===== src/hdl/dcache_geom_pkg.sv =====
// Data cache geometry
// Direct-mapped, 64 lines of 16 bytes, 32-bit address and word

package dcache_geom_pkg;

  localparam int index_bits     = 6;
  localparam int offset_bits    = 4;
  localparam int tag_bits       = 22;
  localparam int num_lines      = 64;
  localparam int words_per_line = 4;
  localparam int word_bits      = 32;
  localparam int line_bits      = 128;

  // One tag RAM entry, valid kept beside the tag
  typedef struct packed {
    logic                valid;
    logic [tag_bits-1:0] tag;
  } tag_entry_t;

  typedef logic [line_bits-1:0] line_t;

  // Overlay on a byte address, msb first
  typedef struct packed {
    logic [tag_bits-1:0]                tag;
    logic [index_bits-1:0]              index;
    logic [$clog2(words_per_line)-1:0]  word_sel;
    logic [offset_bits-$clog2(words_per_line)-1:0] byte_sel;
  } addr_fields_t;

endpackage


===== src/hdl/refill_buffer.sv =====
// Refill buffer
// Collects the four word beats of a line fill and keeps the word
// the core asked for

`timescale 1ns/100ps

module refill_buffer (
  input  logic                                               clk,
  input  logic                                               rst,
  input  logic                                               beat_done,
  input  logic [$clog2(dcache_geom_pkg::words_per_line)-1:0] beat_num,
  input  logic [dcache_geom_pkg::word_bits-1:0]              mem_rdata,
  input  logic [$clog2(dcache_geom_pkg::words_per_line)-1:0] want_word,
  output dcache_geom_pkg::line_t                             line,
  output logic [dcache_geom_pkg::word_bits-1:0]              word
);

  localparam int word_bits = dcache_geom_pkg::word_bits;
  localparam int line_bits = dcache_geom_pkg::line_bits;

  dcache_geom_pkg::line_t        line_q;
  logic [word_bits-1:0]          word_q;

  // ====================================================================
  // Beats arrive base first, so each one enters at the top and the
  // first beat ends up in word 0 after the fourth
  // ====================================================================
  always_ff @(posedge clk or posedge rst)
  begin
    if (rst)
    begin
      line_q <= '0;
      word_q <= '0;
    end
    else if (beat_done)
    begin
      line_q <= {mem_rdata, line_q[line_bits-1:word_bits]};
      if (beat_num == want_word)
        word_q <= mem_rdata;  // Forwarded word
    end
  end

  assign line = line_q;
  assign word = word_q;

endmodule


===== config.mk =====
export PLATFORM = sky130hd
export DESIGN_NAME = refill_buffer
export DESIGN_NICKNAME = d
export VERILOG_FILES = /design/src/hdl/dcache_geom_pkg.sv /design/src/hdl/refill_buffer.sv
export SDC_FILE = /design/constraint.sdc
export NUM_CORES = 1
export LEC_CHECK = 0
export CORE_MARGIN = 2
export CORE_UTILIZATION = 45
export DETAILED_ROUTE_END_ITERATION = 8
export DONT_BUFFER_PORTS = 1
export PLACE_DENSITY = 0.69
export SYNTH_ARGS = -nofsm -noshare
export SYNTH_HDL_FRONTEND = slang
export SYNTH_SLANG_ARGS = --single-unit
export TNS_END_PERCENT = 10

===== constraint.sdc =====
create_clock -name clk -period 7.33 [get_ports clk]
set_input_delay 1.0995 -clock clk [delete_from_list [all_inputs] [get_ports clk]]
set_output_delay 1.0995 -clock clk [all_outputs]
set_load 0.1 [all_outputs]

Word level (Yosys, flattened, before mapping) --
Index checks and enable logic that the tools add are counted.
Storage, ports and cells: RAM bits 0, memory bits (read-only) 0, logic and storage cells 4, output and inout port bits 160, memories 0, bits in latches 0, register bits after elaboration 160
Operators by class: $add $sub $neg 0, divide/modulo/power cells 0, shifts and indexed selects 0, equality and inequality tests 1, order comparisons 0, reductions and logical operators 1, multiply operators 0, bitwise gates (word level) 0, muxes and demuxes 0
Operators with widths (count):
- $eq A2 B2 Y1 | 1
- $reduce_and A2 Y1 | 1

Depth between registers and ports, before layout --
word-level depth 2, gate-level depth with buffers 4, mapped depth without buffers 3

Least setup slack after synthesis --
No wires, ideal clock.
path kind input-to-reg, from in want_word[1] in the netlist's numbering, to reg word_q[0], in the netlist word[0], library setup time 0.125 ns, buffers on the path 1, stages on the path 4, setup slack 5.315 ns, arrival 1.890 ns, path through xnor2_1 > nand3_2 > buf_6 > mux2_4
Between the ends: longest elaborated chain between the ends 2
RTL lines:
- start: declaration | line refill_buffer.sv:13 | input logic [$clog2(dcache_geom_pkg::words_per_line)-1:0] want_word,
- $eq A2 B2 Y1 | line refill_buffer.sv:38 | if (beat_num == want_word)
- $reduce_and A2 Y1 (no source line)
- end signal: assignment | line refill_buffer.sv:39 | word_q <= mem_rdata;
- end: declaration | line refill_buffer.sv:22 | logic [word_bits-1:0] word_q;
No other way between the ends. A chain may end at the register's enable or synchronous reset.

Worst setup path in the final report --
from reg line_q[38], in the netlist line[38], to out line[38]
RTL lines:
- start: declaration | line refill_buffer.sv:21 | dcache_geom_pkg::line_t line_q;
- start signal: assignment | line refill_buffer.sv:37 | line_q <= {mem_rdata, line_q[line_bits-1:word_bits]};
- end: declaration | line refill_buffer.sv:14 | output dcache_geom_pkg::line_t line,
No word-level cell between the ends.

==> impl_metrics.toml <==
[clock_network]
post_cts_buffers = 0
cts_tree = "built"
cts_resized = 0
cts_buffers = 17
clkSinkCount = 160
cts_max_path_buffers = 2
root_buffer = "clkbuf_16"
insertion_delay_ps = 410
clkSlewWorstSetupHoldPaths_ps = 50
cts.hold.buffers_added = 0
h-tree-depth = 4

[critical_path]
cp.arrival_ps = 1400
path_class = "register to output port"
r2r-start = "line[38]$_DFFE_PP0P_"
reg2reg_to = "line[38]$_DFFE_PP0P_"
end_kind = "output port"
endpoint = "line[38]"
required_ps = 6230
reg2reg_depth = 1
cp-startpoint = "line[38]$_DFFE_PP0P_"
reg2reg_slack_ps = 5970
cp.depth = 0
start_kind = "register"
path_max_fanout = 3

[timing]
rsz0062_at_grt = "false"
finalWorstSetupSlack_ps = 4830
period_share = 0.342
fin_worst_skew_ps = 6.19
final_hold_viol_count = 0
post-route-min-period_ps = 2500
hold_slack_ps = 654
drv_slew = 0
max_freq_mhz = 399
setup_viol = 0
relSlewSlack = 0.324
setup_tns_ps = 0
worst_pin_slew_ps = 1010

[detailed_routing]
dr.first_iter.drc_count = 110
drt_pass1_iterations = 4
detail_route.wl_per_cell_um = 20.2
num_vias = 2830
ant_nets = 0
routed_wl_um = 10700
avgViaCountPerCell = 5.33
drc = 0

[synthesis]
ys_warn_count = 0
synthArstFlopShare = 1.00
synth_top_area_frac = 0.661
ys_seq_elements = 160
synthSimpleGateAreaFrac = 0.00165
syn_avg_cell_area_um2 = 17.8
synth_fa_ha_area_frac = 0
synth_top_family_by_area = "multiplexers"
synth.distinct_cells = 9
ys_top_cells_by_area = "dfrtp_1 (66%), mux2_2 (24%), mux2_4 (7.4%)"
yosys.area.top_type = "dfrtp_1"
synth_most_common_cell = "dfrtp_1"
syn_nets = 380
synthTopCellsByCount = "dfrtp_1 (160), mux2_2 (130), mux2_4 (30)"
synth_area_um2 = 6060
synth-edff-count = 0
syn_inst = 341
synthMuxAreaShare = 0.316
seq_area_frac_synth = 0.661
synth_flop_cell = "dfrtp_1"
synth_compound_area_frac = 0
synthXorXnorAreaFrac = 0.00289

[placed_design]
dp_hpwl_um = 7080
place_ws_ps = 4670
placed_area_um2 = 6190
io_buffers = 0
gp_congestion = 0.717

[global_routing]
overflow = 0
grt.total_usage = 0.155
grtUsageMet1 = 0.168
grt_max_degree = 130
antenna_found_initial = 0
use_met3 = 0.104
grt_pass1_wl_um = 17000
grt_pass1_vias = 3119
grt.busiest_layer = "met2"
gr-usage-met2 = 0.244

[layout]
finalInstanceArea_um2 = 6780
syn_to_final_growth_pct = 11.8
drive_gt1_frac = 0.535
num-nets-final = 384
antenna_cells = 0

[floorplanning]
num_rows = 42
top_level_ports = 199
dieArea_um2 = 14400
start_util = 0.459
core_area_um2 = 13200
die_h_um = 120
dieWidth_um = 120

[flow_run]
cap_violations = 0

[min_path]
min_path_type = "input port to asynchronous set/reset pin"

[run_status]
status = "finished clean"
## cell usage in the layout (no fill, tap or decap)
cell | netlist | layout
clkbuf_1 | 0 | 3
mux2_2 | 130 | 130
clkinvlp_4 | 0 | 1
xnor2_1 | 2 | 2
inv_6 | 0 | 1
clkinv_2 | 0 | 2
nand3_2 | 1 | 1
buf_4 | 2 | 2
bufinv_16 | 0 | 3
dfrtp_1 | 160 | 160
clkbuf_16 | 0 | 17
mux2_4 | 30 | 30
clkbuf_8 | 0 | 3
## cells by family after synthesis
family,after synthesis
DFF,160
buffers and inverters,18
xor gates and xnor gates,2
muxes,160
and+or+nand+nor,1
## worst min-delay path by stage
stage / start / end / slack (ps) / depth (start not counted)
floorplan: word[0]$_DFFE_PP0P_ / word[0]$_DFFE_PP0P_ / 1180 / 1
global placement: rst / line[11]$_DFFE_PP0P_ / 1110 / 1
detailed placement: rst / line[11]$_DFFE_PP0P_ / 1120 / 1
CTS: rst / line[75]$_DFFE_PP0P_ / 670 / 1
global route: rst / line[75]$_DFFE_PP0P_ / 690 / 1
finish: rst / line[11]$_DFFE_PP0P_ / 650 / 1
## state kept, by name, summed over array words and instances (netlist names)
register  cells
word         32
line        128
## layout make-up
| class | count | area [um^2] |
|---|---|---|
| multi-input cells | 163 | 1940 |
| clock buffers | 23 | 478 |
| well taps | 176 | 220 |
| repair buffers | 2 | 15.0 |
| flip-flops and latches | 160 | 4000 |
| inverters | 1 | 8.76 |
| fillers | 1097 | 6410 |
| clock inverters | 6 | 108 |
## per-layer routing
metal	wire, um	part of all wire
met5	0	0
met4	148	0.014
met3	1420	0.13
met2	5180	0.48
met1	3970	0.37
## stage by stage
| stage | utilization | instances |
|---|---|---|
| after detailed placement | 0.469 | 502 |
| after global placement | 0.469 | 502 |
| after global routing | 0.514 | 531 |
| after floorplan | - | 341 |
| after CTS | 0.514 | 531 |
| final | 0.514 | 531 |
Power is not shown: default switching activity piles up to over one toggle a cycle in this logic, so the estimate is an artifact.
