===== src/hdl/dcache_geom_pkg.sv =====
// Data cache geometry
// Direct-mapped, 64 lines of 16 bytes, 32-bit address and word

package dcache_geom_pkg;

  localparam int index_bits     = 6;
  localparam int offset_bits    = 4;
  localparam int tag_bits       = 22;
  localparam int num_lines      = 64;
  localparam int words_per_line = 4;
  localparam int word_bits      = 32;
  localparam int line_bits      = 128;

  // One tag RAM entry, valid kept beside the tag
  typedef struct packed {
    logic                valid;
    logic [tag_bits-1:0] tag;
  } tag_entry_t;

  typedef logic [line_bits-1:0] line_t;

  // Overlay on a byte address, msb first
  typedef struct packed {
    logic [tag_bits-1:0]                tag;
    logic [index_bits-1:0]              index;
    logic [$clog2(words_per_line)-1:0]  word_sel;
    logic [offset_bits-$clog2(words_per_line)-1:0] byte_sel;
  } addr_fields_t;

endpackage


===== src/hdl/dcache_bus_pkg.sv =====
// Core-side and memory-side request formats of the data cache

package dcache_bus_pkg;

  // Store and transfer width
  typedef enum logic [1:0] {
    size_byte = 2'd0,
    size_half = 2'd1,
    size_word = 2'd2
  } access_size_t;

  // Request from the core, held stable while core_wait is high
  typedef struct packed {
    logic                                  req;
    logic                                  write;
    logic [dcache_geom_pkg::word_bits-1:0] addr;
    logic [dcache_geom_pkg::word_bits-1:0] wdata;
    access_size_t                          size;
  } core_req_t;

  // Request to memory, held until a cycle with mem_wait low
  typedef struct packed {
    logic                                  req;
    logic                                  write;
    logic [dcache_geom_pkg::word_bits-1:0] addr;
    logic [dcache_geom_pkg::word_bits-1:0] wdata;
    access_size_t                          size;
  } mem_req_t;

endpackage


===== src/hdl/store_merge.sv =====
// Store merge
// Turns a core store into line byte enables and lane-placed data,
// and overlays it on the line read from the data array

`timescale 1ns/100ps

module store_merge (
  input  dcache_bus_pkg::core_req_t                     core,
  input  dcache_geom_pkg::line_t                        line_in,
  output dcache_geom_pkg::line_t                        line_out,
  output logic [dcache_geom_pkg::line_bits/8-1:0]       be
);

  localparam int line_bytes = dcache_geom_pkg::line_bits / 8;

  dcache_geom_pkg::addr_fields_t   fields;
  logic [3:0]                      lane_be;
  logic [31:0]                     lane_data;
  dcache_geom_pkg::line_t          store_line;

  assign fields = core.addr;

  always_comb
  begin
    case (core.size)
      dcache_bus_pkg::size_byte:
      begin
        lane_be   = 4'b0001 << fields.byte_sel;
        lane_data = {4{core.wdata[7:0]}};
      end
      dcache_bus_pkg::size_half:
      begin
        lane_be   = fields.byte_sel[1] ? 4'b1100 : 4'b0011;  // Upper or lower half
        lane_data = {2{core.wdata[15:0]}};
      end
      default:
      begin
        lane_be   = 4'b1111;
        lane_data = core.wdata;
      end
    endcase
  end

  assign be         = {12'd0, lane_be} << {fields.word_sel, 2'b00};
  assign store_line = {4{lane_data}};

  always_comb
  begin
    for (int i = 0; i < line_bytes; i++)
      line_out[i*8 +: 8] = be[i] ? store_line[i*8 +: 8] : line_in[i*8 +: 8];
  end

endmodule


===== config.mk =====
export PLATFORM = sky130hd
export DESIGN_NAME = store_merge
export DESIGN_NICKNAME = d
export VERILOG_FILES = /design/src/hdl/dcache_geom_pkg.sv /design/src/hdl/dcache_bus_pkg.sv /design/src/hdl/store_merge.sv
export SDC_FILE = /design/constraint.sdc
export NUM_CORES = 1
export LEC_CHECK = 0
export BUFFER_PORTS_ARGS = -buffer_cell sky130_fd_sc_hd__buf_2
export CAP_MARGIN = 20
export CORE_AREA = 2 2 131 133
export DETAILED_ROUTE_END_ITERATION = 10
export DIE_AREA = 0 0 133 135
export PLACE_DENSITY_LB_ADDON = 0.15
export SLEW_MARGIN = 20
export SYNTH_ARGS = -nofsm -noshare
export SYNTH_HDL_FRONTEND = slang
export SYNTH_SLANG_ARGS = --single-unit

===== constraint.sdc =====
create_clock -name vclk -period 2.2
set_clock_uncertainty 0.2 [all_clocks]
set_input_delay 0.33 -clock vclk [all_inputs]
set_output_delay 0.33 -clock vclk [all_outputs]
set_load 0.01 [all_outputs]

Yosys cells after proc, flatten, opt, wreduce, memory -nomap -nowiden
Cells that the tools add are included. Widths: inputs -> output; s select.

Bits in registers: 0. Output and inout bits: 144. Word-level logic and storage cells: 23.

Eq/ne operators: 1. Shift operators: 2. Mux-type cells: 19. Reductions and logical operators: 1.

Operator list (number): $mux 8 (16); $pmux 32 s2 (1); $shl 4x4->16 (1); $pmux 4 s2 (1); $mux 4 (1); $shl 1x2->4 const A (1); $eq 2x1->1 const B (1); $logic_not 2->1 (1).

Logic depth before layout (Yosys ltp)
Depth after elaboration: 4. Mapped depth: 7. Depth with buffers taken out: 4.

Least setup slack after synthesis
OpenSTA, ideal clock, no wires.

Path type: input port to output port. From: input core[1] in the netlist's numbering. To: output line_out[116]. Arrival time: 1.379 ns. Required time: 1.670 ns. Setup slack: 0.291 ns. Cell stages on the path: 5. Path through: buf_6 > buf_8 > buf_8 > mux2_4 > mux2_2.

Word-level cells in the longest chain between the ends: 4. Elaborated cells between the ends (all ways): 6.

RTL lines: start, declared (line store_merge.sv:8) `input dcache_bus_pkg::core_req_t core,`; $eq 2x1->1 / $logic_not 2->1 (equally long branches) (line store_merge.sv:25) `case (core.size)`; $pmux 4 s2 (line store_merge.sv:25); $shl 4x4->16 (line store_merge.sv:44) `assign be = {12'd0, lane_be} << {fields.word_sel, 2'b00};`; $mux 8 (*) (line store_merge.sv:50) `line_out[i*8 +: 8] = be[i] ? store_line[i*8 +: 8] : line_in[i*8 +: 8];`; end, declared (line store_merge.sv:10) `output dcache_geom_pkg::line_t line_out,`.

Mark *: on every way between the ends. The rest lies on a longest branch, timed or not.

Worst setup path after layout
From: input core[0] in the netlist's numbering. To: output line_out[98].

Word-level cells in the longest chain between the ends: 4. Elaborated cells between the ends (all ways): 5.

RTL lines (line): $eq 2x1->1 / $logic_not 2->1 (equally long branches) (store_merge.sv:25); $pmux 4 s2 (*) (store_merge.sv:25); $shl 4x4->16 (*) (store_merge.sv:44); $mux 8 (*) (store_merge.sv:50).

Marked as above.

==> results.toml <==
[routing]
totalWireLength_um = 13700
antenna_left = 0
firstDrtPassIters = 4
detailedRoute.firstIterationViolations = 54
detail_route.vias_per_cell = 4.02
drcViolationCount = 0
avgRoutedWirePerCell_um = 16.2
vias = 3403

[cells_and_area]
drive_gt1_share_pct = 72.0
area_of_combinational_cells_with_multiple_inputs_mm2 = 0.00200
num-nets-final = 824
seq_cells = 0
syn_to_final_growth_pct = 107
layout.clock_buffers = 0
total_area_of_sequential_cells_um2 = 0
fillerInstances = 1840

[floorplan]
die_width_um = 133
floorplan.die.height_um = 135
initial_utilization_pct = 13.0
rows = 47
floorplan.io_pins = 340
core-area_mm2 = 0.0164
die_area_mm2 = 0.0180

[logic_synthesis]
netlist_area_mm2 = 0.00214
yosysWarnings = 0
yosysUniqueCellTypes = 29
syn_area_per_cell_um2 = 7.48
yosysSeqAreaShare_pct = 0
number_of_instances_in_the_synthesized_netlist = 286
syn_nets = 482

[timing]
finalMaxSlewViolations = 0
clock.fmax_mhz = 463
finalSetupViolCount = 0
finalCritPeriodShare_pct = 98.2
hold_viol = 0
layout_min_cycle_time_ns = 2.16
tightest_slew_ns = 0.310
whs_ns = 0.740
max_slew_margin_pct = 79.3
setup_repair_after_global_routing_missed_its_margin = "false"

[global_routing]
met3_usage_in_global_routing_pct = 2.21
gr_peak_layer = "met2"
grtUsageTotal_pct = 14.0
number_of_antenna_violations_at_the_first_check_in_global_routing = 0
first_global_vias = 3475
grt_start_max_net_pins = 18
grt.met2_usage_pct = 28.6
grt_overflow = 0
first_pass_grt_wire_length_um = 19600
global_route.usage.met1_pct = 16.0

[setup_path]
timing.critical_path.fanout_max = 9
critical_path.endpoint_type = "output port"
critPathMostFrequentCell = "sky130_fd_sc_hd__buf_6"
path_buf_inv = 4
critical_path.top_delay_family = "buffers and inverters"
path_cells = "buf_6, nand2b_4, buf_6, a21o_4, nor2b_4, buf_12, mux2_4, buf_2"
critical_path_required_ns = 1.67
cp.arrival_ns = 1.63
worstSetupPathType = "in -> out"
setup.worst_path.start_class = "primary input"
critical-path-max-stage-delay_ns = 0.29
critPathSlowestCell = "sky130_fd_sc_hd__mux2_4"

[place]
finalWeightedCongestion = 0.828
detailed_place_hpwl_um = 11700
io_buffers = 310

[worst_hold_path]
min_to = "line_out[27]"
timing.hold.worst.start = "line_in[27]"
holdPathStages = 4
hold_path_class = "in -> out"

[job]
number_of_violations_of_the_max_capacitance_limit = 0

[run_status]
outcome = "finished clean"
==> tightest hold or removal path: stages <==
cell,delay (ns)
sky130_fd_sc_hd__buf_2,0.07
sky130_fd_sc_hd__nand2_1,0.03
sky130_fd_sc_hd__o21ai_0,0.05
sky130_fd_sc_hd__buf_2,0.12
==> how the worst max path moves through the flow <==
| stage | start | to | slack (ns) | cells after the start |
|---|---|---|---|---|
| final | core[0] | line_out[98] | 0.04 | 8 |
| after global routing | core[1] | line_out[13] | 0.001 | 8 |
| after CTS | core[37] | line_out[52] | -0.03 | 7 |
| after detailed placement | core[36] | line_out[85] | -0.26 | 5 |
| after global placement | core[36] | line_out[86] | -0.20 | 5 |
| after floorplan | core[1] | line_out[116] | 0.29 | 5 |
==> cells by family after synthesis <==
kind of cell           after synthesis  synth area share (%)
multiplexers                        88                  48.2
buffers and inverters               28                  8.54
AO/OA/AOI/OAI                       84                  24.4
AND/OR/NAND/NOR                     86                  18.9
==> placed cells by master, fill, tap and decap left out, drive strengths merged, types with 2 or more instances in the layout <==
| cell | n |
|---|---|
| inv | 12 |
| mux2 | 72 |
| nor2 | 11 |
| nand2 | 68 |
| o21ai | 70 |
| buf | 355 |
| and2b | 2 |
| a21oi | 9 |
| nor2b | 3 |
| mux2i | 16 |
| o21bai | 2 |
==> area by class of cell <==
type                            instances  share of cell area [%]
Antenna cell                            1                  0.0565
Inverter                               12                    1.02
Multi-Input combinational cell        258                    45.3
Tap cell                              220                    6.22
Timing Repair Buffer                  356                    47.4
==> Yosys cell counts (2+ instances only) <==
master	n	share of area (%)
sky130_fd_sc_hd__nand2_1	65	11
sky130_fd_sc_hd__o21ai_0	63	15
sky130_fd_sc_hd__o21ai_2	3	1.2
sky130_fd_sc_hd__mux2_2	51	27
sky130_fd_sc_hd__mux2i_1	16	7.5
sky130_fd_sc_hd__o21ai_4	3	2.3
sky130_fd_sc_hd__and2b_4	2	0.94
sky130_fd_sc_hd__inv_1	12	2.1
sky130_fd_sc_hd__nand2_2	3	0.88
sky130_fd_sc_hd__nor2b_1	2	0.58
sky130_fd_sc_hd__mux2_1	5	2.6
sky130_fd_sc_hd__buf_2	8	1.9
sky130_fd_sc_hd__mux2_4	16	11
sky130_fd_sc_hd__buf_6	6	3.2
sky130_fd_sc_hd__nor2_1	9	1.6
sky130_fd_sc_hd__buf_8	2	1.4
sky130_fd_sc_hd__a21oi_1	8	1.9
==> per-layer routing <==
layer	part of all wire (%)	routed length [um]	vias to the layer above
li1	-	-	1702
met1	40	5440	1524
met2	53	7230	177
met4	0	0	0
met3	7.6	1040	0
met5	0	0	-
==> metrics by stage <==
step / utilization, % / std cells / TNS, ns / instance area (um^2) / worst slack, ns
after floorplan: - / 286 / 0 / 2140 / 0.291
after global placement: 25.5 / 834 / -2.22 / 4180 / -0.200
after detailed placement: 25.5 / 834 / -3.21 / 4180 / -0.258
after CTS: 26.2 / 838 / -0.170 / 4290 / -0.0322
after global routing: 27.0 / 846 / 0 / 4420 / 0.00145
final: 27.0 / 847 / 0 / 4430 / 0.0404
==> what timing repair did <==
| item | in CTS | in global routing |
|---|---|---|
| resized for setup | 9 | 21 |
| cloned | 2 | 0 |
| setup buffers | 2 | 9 |
| endpoints found under the setup margin | 68 | 74 |
| hold buffers | 0 | 0 |
| pin swaps | 2 | 4 |
