[src/hdl/dcache_geom_pkg.sv]
// Data cache geometry
// Direct-mapped, 64 lines of 16 bytes, 32-bit address and word

package dcache_geom_pkg;

  localparam int index_bits     = 6;
  localparam int offset_bits    = 4;
  localparam int tag_bits       = 22;
  localparam int num_lines      = 64;
  localparam int words_per_line = 4;
  localparam int word_bits      = 32;
  localparam int line_bits      = 128;

  // One tag RAM entry, valid kept beside the tag
  typedef struct packed {
    logic                valid;
    logic [tag_bits-1:0] tag;
  } tag_entry_t;

  typedef logic [line_bits-1:0] line_t;

  // Overlay on a byte address, msb first
  typedef struct packed {
    logic [tag_bits-1:0]                tag;
    logic [index_bits-1:0]              index;
    logic [$clog2(words_per_line)-1:0]  word_sel;
    logic [offset_bits-$clog2(words_per_line)-1:0] byte_sel;
  } addr_fields_t;

endpackage

[src/hdl/dcache_bus_pkg.sv]
// Core-side and memory-side request formats of the data cache

package dcache_bus_pkg;

  // Store and transfer width
  typedef enum logic [1:0] {
    size_byte = 2'd0,
    size_half = 2'd1,
    size_word = 2'd2
  } access_size_t;

  // Request from the core, held stable while core_wait is high
  typedef struct packed {
    logic                                  req;
    logic                                  write;
    logic [dcache_geom_pkg::word_bits-1:0] addr;
    logic [dcache_geom_pkg::word_bits-1:0] wdata;
    access_size_t                          size;
  } core_req_t;

  // Request to memory, held until a cycle with mem_wait low
  typedef struct packed {
    logic                                  req;
    logic                                  write;
    logic [dcache_geom_pkg::word_bits-1:0] addr;
    logic [dcache_geom_pkg::word_bits-1:0] wdata;
    access_size_t                          size;
  } mem_req_t;

endpackage

[src/hdl/dcache_ctrl.sv]
// Data cache controller
// Lookup, four-beat refill, line fill and write-through sequencing

`timescale 1ns/100ps

module dcache_ctrl (
  input  logic                                   clk,
  input  logic                                   rst,
  input  dcache_bus_pkg::core_req_t              core,
  output logic                                   core_wait,
  output logic                                   use_refill_word,
  input  dcache_geom_pkg::tag_entry_t            tag_rd,
  output logic [dcache_geom_pkg::word_bits-1:0]  hit_word,
  input  dcache_geom_pkg::line_t                 line_rd,
  output logic [dcache_geom_pkg::index_bits-1:0] array_index,
  output logic                                   tag_we,
  output dcache_geom_pkg::tag_entry_t            tag_wr,
  output logic [15:0]                            data_be,
  output dcache_geom_pkg::line_t                 data_wr,
  input  dcache_geom_pkg::line_t                 refill_line,
  output logic                                   beat_done,
  output logic [1:0]                             beat_num,
  input  dcache_geom_pkg::line_t                 merged_line,
  input  logic [15:0]                            merge_be,
  output dcache_bus_pkg::mem_req_t               mem,
  input  logic                                   mem_wait
);

  localparam int word_bits = dcache_geom_pkg::word_bits;
  localparam int byte_sel_bits = dcache_geom_pkg::offset_bits - 2;

  typedef enum logic [2:0] {
    st_idle,
    st_lookup,
    st_refill,
    st_fill,
    st_write_through
  } state_t;

  state_t                        state_q, state_d;
  dcache_bus_pkg::core_req_t     req_q;
  dcache_geom_pkg::addr_fields_t req_f;
  dcache_geom_pkg::addr_fields_t core_f;
  logic [1:0]                    beat_q;
  logic                          hit;

  assign req_f  = req_q.addr;
  assign core_f = core.addr;

  assign hit         = tag_rd.valid && (tag_rd.tag == req_f.tag);
  assign hit_word    = line_rd[req_f.word_sel*word_bits +: word_bits];
  assign array_index = (state_q == st_idle) ? core_f.index : req_f.index;
  assign tag_wr      = '{valid: 1'b1, tag: req_f.tag};
  assign data_wr     = (state_q == st_fill) ? refill_line : merged_line;
  assign beat_num    = beat_q;

  // ====================================================================
  // State and request registers
  // ====================================================================
  always_ff @(posedge clk or posedge rst)
  begin
    if (rst)
    begin
      state_q <= st_idle;
      beat_q  <= '0;
    end
    else
    begin
      state_q <= state_d;
      if (state_q == st_lookup)
        beat_q <= '0;
      else if (beat_done)
        beat_q <= beat_q + 2'd1;
    end
  end

  always_ff @(posedge clk)
  begin
    if (state_q == st_idle && core.req)
      req_q <= core;
  end

  // ====================================================================
  // Next state and outputs
  // ====================================================================
  always_comb
  begin
    state_d         = state_q;
    core_wait       = 1'b0;
    use_refill_word = 1'b0;
    tag_we          = 1'b0;
    data_be         = '0;
    beat_done       = 1'b0;
    mem             = '0;
    case (state_q)
      st_idle:
      begin
        if (core.req)
        begin
          core_wait = 1'b1;
          state_d   = st_lookup;
        end
      end
      st_lookup:
      begin
        if (req_q.write)
        begin
          core_wait = 1'b1;
          state_d   = st_write_through;
          if (hit)
            data_be = merge_be;  // Store merged into the line
        end
        else if (hit)
          state_d = st_idle;  // Hit word returned now
        else
        begin
          core_wait = 1'b1;
          state_d   = st_refill;
        end
      end
      st_refill:
      begin
        core_wait = 1'b1;
        mem.req   = 1'b1;
        mem.size  = dcache_bus_pkg::size_word;
        mem.addr  = {req_f.tag, req_f.index, beat_q, {byte_sel_bits{1'b0}}};
        if (!mem_wait)
        begin
          beat_done = 1'b1;
          if (beat_q == 2'd3)
            state_d = st_fill;
        end
      end
      st_fill:
      begin
        use_refill_word = 1'b1;
        tag_we          = 1'b1;
        data_be         = '1;
        state_d         = st_idle;
      end
      st_write_through:
      begin
        core_wait = mem_wait;
        mem.req   = 1'b1;
        mem.write = 1'b1;
        mem.addr  = req_q.addr;
        mem.wdata = req_q.wdata;
        mem.size  = req_q.size;
        if (!mem_wait)
          state_d = st_idle;
      end
      default:
        state_d = st_idle;
    endcase
  end

endmodule

[config.mk]
export PLATFORM = sky130hd
export DESIGN_NAME = dcache_ctrl
export DESIGN_NICKNAME = d
export VERILOG_FILES = /design/src/hdl/dcache_geom_pkg.sv /design/src/hdl/dcache_bus_pkg.sv /design/src/hdl/dcache_ctrl.sv
export SDC_FILE = /design/constraint.sdc
export NUM_CORES = 1
export LEC_CHECK = 0
export BUFFER_PORTS_ARGS = -buffer_cell sky130_fd_sc_hd__buf_2
export CAP_MARGIN = 20
export CELL_PAD_IN_SITES_DETAIL_PLACEMENT = 1
export CELL_PAD_IN_SITES_GLOBAL_PLACEMENT = 1
export CORE_AREA = 2 2 304 306
export CTS_CLUSTER_SIZE = 40
export DETAILED_ROUTE_END_ITERATION = 8
export DIE_AREA = 0 0 306 308
export HOLD_SLACK_MARGIN = 0.06
export PLACE_DENSITY_LB_ADDON = 0.1
export SETUP_SLACK_MARGIN = 0.1
export SYNTH_ARGS = -nofsm -noshare
export SYNTH_HDL_FRONTEND = slang
export SYNTH_SLANG_ARGS = --single-unit
[constraint.sdc]
create_clock -name clk -period 3.9 [get_ports clk]
set_clock_uncertainty 0.05 [all_clocks]
set_input_delay 0.39 -clock clk [delete_from_list [all_inputs] [get_ports clk]]
set_output_delay 0.39 -clock clk [all_outputs]
set_load 0.01 [all_outputs]
* Word-level counts from Yosys, hierarchy flattened
Cells that the tools add are included.
** Storage, ports and cells
- Register bits :: 72
- Input port bits :: 494
- Output and inout port bits :: 279
** Cells by class
- $add $sub $neg :: 1
- Equal/unequal tests :: 10
- Shifts and indexed selects :: 1
- Multiplexer cells :: 26
- Reductions and logical operators :: 6
** Operators with widths (number)
- 128-bit 2-to-1 mux :: 1
- 128-bit by 8-bit variable part select with 32-bit output :: 1
- 32-bit one-hot mux with 2 select lines :: 1
- 16-bit 2-to-1 mux :: 2
- 32-bit 2-to-1 mux :: 1
- 16-bit one-hot mux with 2 select lines :: 1
- 22-bit == test :: 1
- 3-bit 2-to-1 mux :: 5
- 3-bit one-hot mux with 4 select lines :: 1
- 1-bit 2-to-1 mux :: 8
- 2-bit inequality test, second input constant :: 4
- 3-bit by 2-bit == test with 1-bit output, second input constant :: 2
- 2-bit 2-to-1 mux :: 3
- 6-bit 2-to-1 mux :: 1
- 1-bit one-hot mux with 4 select lines :: 1
- 2-bit one-hot mux with 2 select lines :: 1
- 4-bit AND reduction :: 1
- 3-bit by 1-bit == test with 1-bit output, second input constant :: 1
- 3-bit == test, second input constant :: 1
- 3-bit zero test :: 1
- 2-bit by 1-bit adder with 2-bit output, second input constant :: 1
- 2-bit == test, second input constant :: 1
- 1-bit logical AND :: 2
- 2-bit nonzero test :: 1
- 2-bit OR reduction :: 1

* Depth between registers and ports, before layout
- Depth in word-level cells :: 5
- Depth in mapped cells :: 7
- Mapped depth without buffers :: 5

* Worst setup path before layout
Ideal clock, no wire load.
- Path kind :: register to register
- From :: reg state_q[0]
- To :: reg req_q, in the netlist req_f[0], enable pin
- Library setup time :: 0.432 ns
- Arrival time :: 2.548 ns
- Data required time :: 3.418 ns
- Setup slack :: 0.870 ns
- Stages on the path, launching flop included :: 4
- Buffers on the path :: 1
- Period minus slack after synthesis :: 3.030 ns
- Cell sequence :: dfrtp_1 -> clkbuf_1 -> nor3_2 -> and2_1
** On the way
- Word-level cells in the longest chain between the ends :: 2
** RTL lines
- start: declaration :: RTL line dcache_ctrl.sv:40 : state_t state_q, state_d;
- start signal: assignment :: RTL line dcache_ctrl.sv:64 : state_q <= st_idle;
- start signal: assignment :: RTL line dcache_ctrl.sv:69 : state_q <= state_d;
- 3-bit zero test :: RTL line dcache_ctrl.sv:79 : if (state_q == st_idle && core.req)
- 1-bit logical AND :: RTL line dcache_ctrl.sv:79
- end signal: assignment :: RTL line dcache_ctrl.sv:80 : req_q <= core;
- end: declaration :: RTL line dcache_ctrl.sv:41 : dcache_bus_pkg::core_req_t req_q;
No other way between the ends.
A chain may end at the register's enable or synchronous reset.

* Worst setup path after layout
- From :: reg state_q[1]
- To :: out data_wr[14]
** On the way
- Word-level cells in the longest chain between the ends :: 2
** RTL lines
- 3-bit by 2-bit == test with 1-bit output :: RTL line dcache_ctrl.sv:54 : assign data_wr = (state_q == st_fill) ? refill_line : merged_line;
- 128-bit 2-to-1 mux :: RTL line dcache_ctrl.sv:54
- end: declaration :: RTL line dcache_ctrl.sv:19 : output dcache_geom_pkg::line_t data_wr,
No other way between the ends.

==> results.md <==
* FF-to-FF setup slack at 1.30 ns
* Global-route wire length before repair at 64400 um
* Syn_nets at around 950
* Slew Viols, Final at 0
* GPL Wtd Cong at 0.874
* Total length of routed wires at between 40000 and 50000 um
* Tot GR Track Use at 9.99%
* Largest net degree at the start of global routing at 40
* Reg2reg start: state_q[0]$_DFFE_PP0P_
* Clk slew on worst S/H paths at 0.07 ns
* Root buf cell: clkbuf_16
* 1st-iter DRT viols at about 230
* Post-CTS Setup Bufs at 0
* Slowest stage delay, CP at roughly 0.65 ns
* CP Capture Type: output port
* CTS tree: done
* DRT Pass-1 Iters at 4
* WHS Endpoint: req_q[19]$_DFFE_PP_
* CP Cell Sequence: nor2b_4, and2_4, buf_4, mux2_2, buf_2
* PD cells at roughly 410 nW/um^2
* Setup TNS at 0 ns
* Final min period at 3.22 ns
* H-tree depth at 3
* PortBufs at about 770
* Syn Area/Cell at roughly 13 sq um
* Leak Pwr at 0.00530 uW
* Crit start category: register
* Final Hold Vio Count at 0
* Rel. slew slack at ~53%
* Final net count at 1684
* Reg2Reg Depth at 3
* Worst slew pin tran at roughly 0.70 ns
* Critical setup path kind: reg -> out
* Maximum vdd drop at 0.000192 V
* Vias/cell at 2.90
* Synth cell types at 38
* RSZ-0062 raised after global routing: false
* CP top delay family: simple AND/OR/NAND/NOR gates
* Routed Antenna Nets at 0
* Hold path cells at 1
* Total gr overflow at 0
* Width of the die at 306 um
* Via count at 6932
* Status: complete, no violations
* Clock sinks at 72
* Part of the Yosys area used for sequential elements at 36.8%
* Peak fanout along the critical path at 28
* Setup Viol. Count Final at 0
* R2R Path End: req_q[3]$_DFFE_PP_
* Cells after Synth at 453
* Total power at 4610 uW
* Initial Util at roughly 6.4%
* Die H at 308 um
* Period Utilization, post-route at between 80 and 90%
* Crit path launch: state_q[1]$_DFFE_PP0P_
* DRC at 0
* WP buf/inv at 2
* Initial antenna violation count at 44
* Fmax at 310 MHz
* WP data required at 3.46 ns
* #FFs+latches synth at 72
* Core Box Area at slightly above 90000 sq um
* Worst hold path class: in -> reg
* Hold slack at between 0.1 and 0.15 ns
* DP HPWL at 44500 um
* Top-level I/O count at about 770
* Avg WL per Cell at 20.9 um
* Min-Delay Startpoint: core[19]
* Post-CTS Resized at 0
* YS warnings at 0
* Vias in the first global route at 7326
* Die Area at 94200 sq um
* Maxcap violations at 0
* Clock Path Buffers at 2
* CTS Buf Count at 9
* CP arrival at 2.78 ns
* Skew-Pair Late Insertion Delay at around 0.36 ns
* Layout cells sized above 1 at between 80 and 90%
* Area growth, synth to finish at 93.3%
* Mapped Area at 5810 sq um
* Critical Path Slowest Stage Cell: dfrtp_1
* # rows at 111
==> logic make-up (layout without fill, tap and decap cells) <==
family                   count (synthesis)  after routing  share of synthesized area, %
flip-flops                              72             72                          36.8
buffers and inverters                   63            804                          6.79
other                                    1              8                        0.0646
AND/OR/NAND/NOR                         94             94                          10.0
adder cells (fa/ha/maj)                  1              1                         0.215
AO/OA/AOI/OAI                           32             32                          4.03
XOR/XNOR                                22             22                          3.32
multiplexers                           168            168                          38.8
==> state kept, by name, indices dropped and copies added, names as in the netlist <==
signal    flops
beat_num      2
req_f        32
req_q        35
state_q       3
==> repair_timing <==
| item | in CTS | in global routing |
|---|---|---|
| hold endpoints to repair | 5 | 0 |
| setup endpoints to repair | 0 | 0 |
| hold buffers | 1 | 0 |
==> synth_stat cells <==
cell / instances / area share, %
nand2_1: 3 / 0.19
buf_6: 5 / 0.97
edfxtp_1: 67 / 35
buf_4: 27 / 3.5
nand4_1: 5 / 0.54
a22oi_1: 2 / 0.26
o21bai_1: 1 / 0.13
mux4_2: 32 / 12
clkbuf_2: 1 / 0.086
mux2_2: 132 / 26
ha_1: 1 / 0.22
a21o_1: 17 / 2.2
and2_1: 65 / 7.0
conb_1: 1 / 0.065
nor4b_1: 1 / 0.15
and3_1: 1 / 0.11
nor3_2: 1 / 0.17
mux2i_1: 1 / 0.17
nor4_1: 1 / 0.11
xor2_1: 3 / 0.45
inv_1: 2 / 0.13
nor3_1: 1 / 0.086
nor4_2: 1 / 0.22
nor4bb_1: 1 / 0.17
o22ai_1: 1 / 0.11
dfrtp_1: 5 / 2.2
o21a_1: 1 / 0.13
o21ai_0: 2 / 0.17
a32o_1: 1 / 0.17
xnor2_1: 19 / 2.9
clkbuf_1: 14 / 0.90
a21oi_1: 3 / 0.26
nor2_1: 8 / 0.52
mux2_1: 3 / 0.58
nor2b_4: 1 / 0.24
a22o_1: 4 / 0.60
buf_2: 14 / 1.2
nor2b_1: 5 / 0.54
==> worst max path at each step <==
stage / to / cells after the start / slack (ns)
3_3_place_gp: data_wr[39] / 5 / 1.00
5_1_grt: data_wr[14] / 5 / 0.47
3_5_place_dp: data_wr[14] / 5 / 0.97
6_report: data_wr[14] / 5 / 0.68
2_1_floorplan: req_f[0]$_DFFE_PP_ / 3 / 0.87
4_1_cts: data_wr[14] / 5 / 0.55
==> final cells by class <==
class | count | area (sq um)
antenna | 7 | 17.5
fill | 10819 | 79700
tap | 1186 | 1480
sequential | 72 | 2140
timing repair buffer | 786 | 4010
inverter | 2 | 7.51
clock inverter | 7 | 46.3
clock buffer | 9 | 225
multi-input combinational | 318 | 3300
==> per-stage QoR <==
stage,cells,instance area [sq um],util [%],setup WS (ns)
after floorplan,453,5810,-,0.870
after global placement,2363,10900,12.0,1.00
after detailed placement,2363,10900,12.0,0.969
after CTS,2380,11200,12.3,0.552
after global routing,2383,11200,12.3,0.467
final,2387,11200,12.3,0.678
==> cell usage in the layout (no fill, tap or decap), drive strengths merged, types with 3 or more instances in the layout <==
cell and instances:
nand2 3, clkinv 3, mux4 32, dfrtp 5
a21oi 3, buf 785, a22o 4, mux2 135
nand4 5, xnor2 19, xor2 3, diode 7
a21o 17, inv 3, clkbuf 9, clkinvlp 3
and2 65, nor2b 6, nor2 8, edfxtp 67
==> power breakdown <==
| part | switching (uW) | internal (uW) | total, uW |
|---|---|---|---|
| logic | 1380 | 1180 | 2560 |
| registers | 154 | 1080 | 1230 |
| clock network | 393 | 430 | 823 |
==> layer usage <==
metal / wire, um / share of wire, % / vias up / GRT usage [%]
li1: - / - / 3150 / -
met1: 19200 / 38 / 3253 / 11.3
met2: 24200 / 48 / 443 / 17.0
met3: 5670 / 11 / 56 / 4.82
met4: 739 / 1.5 / 30 / 2.22
met5: 193 / 0.39 / - / 0
Power figures use the tool's default switching activity.
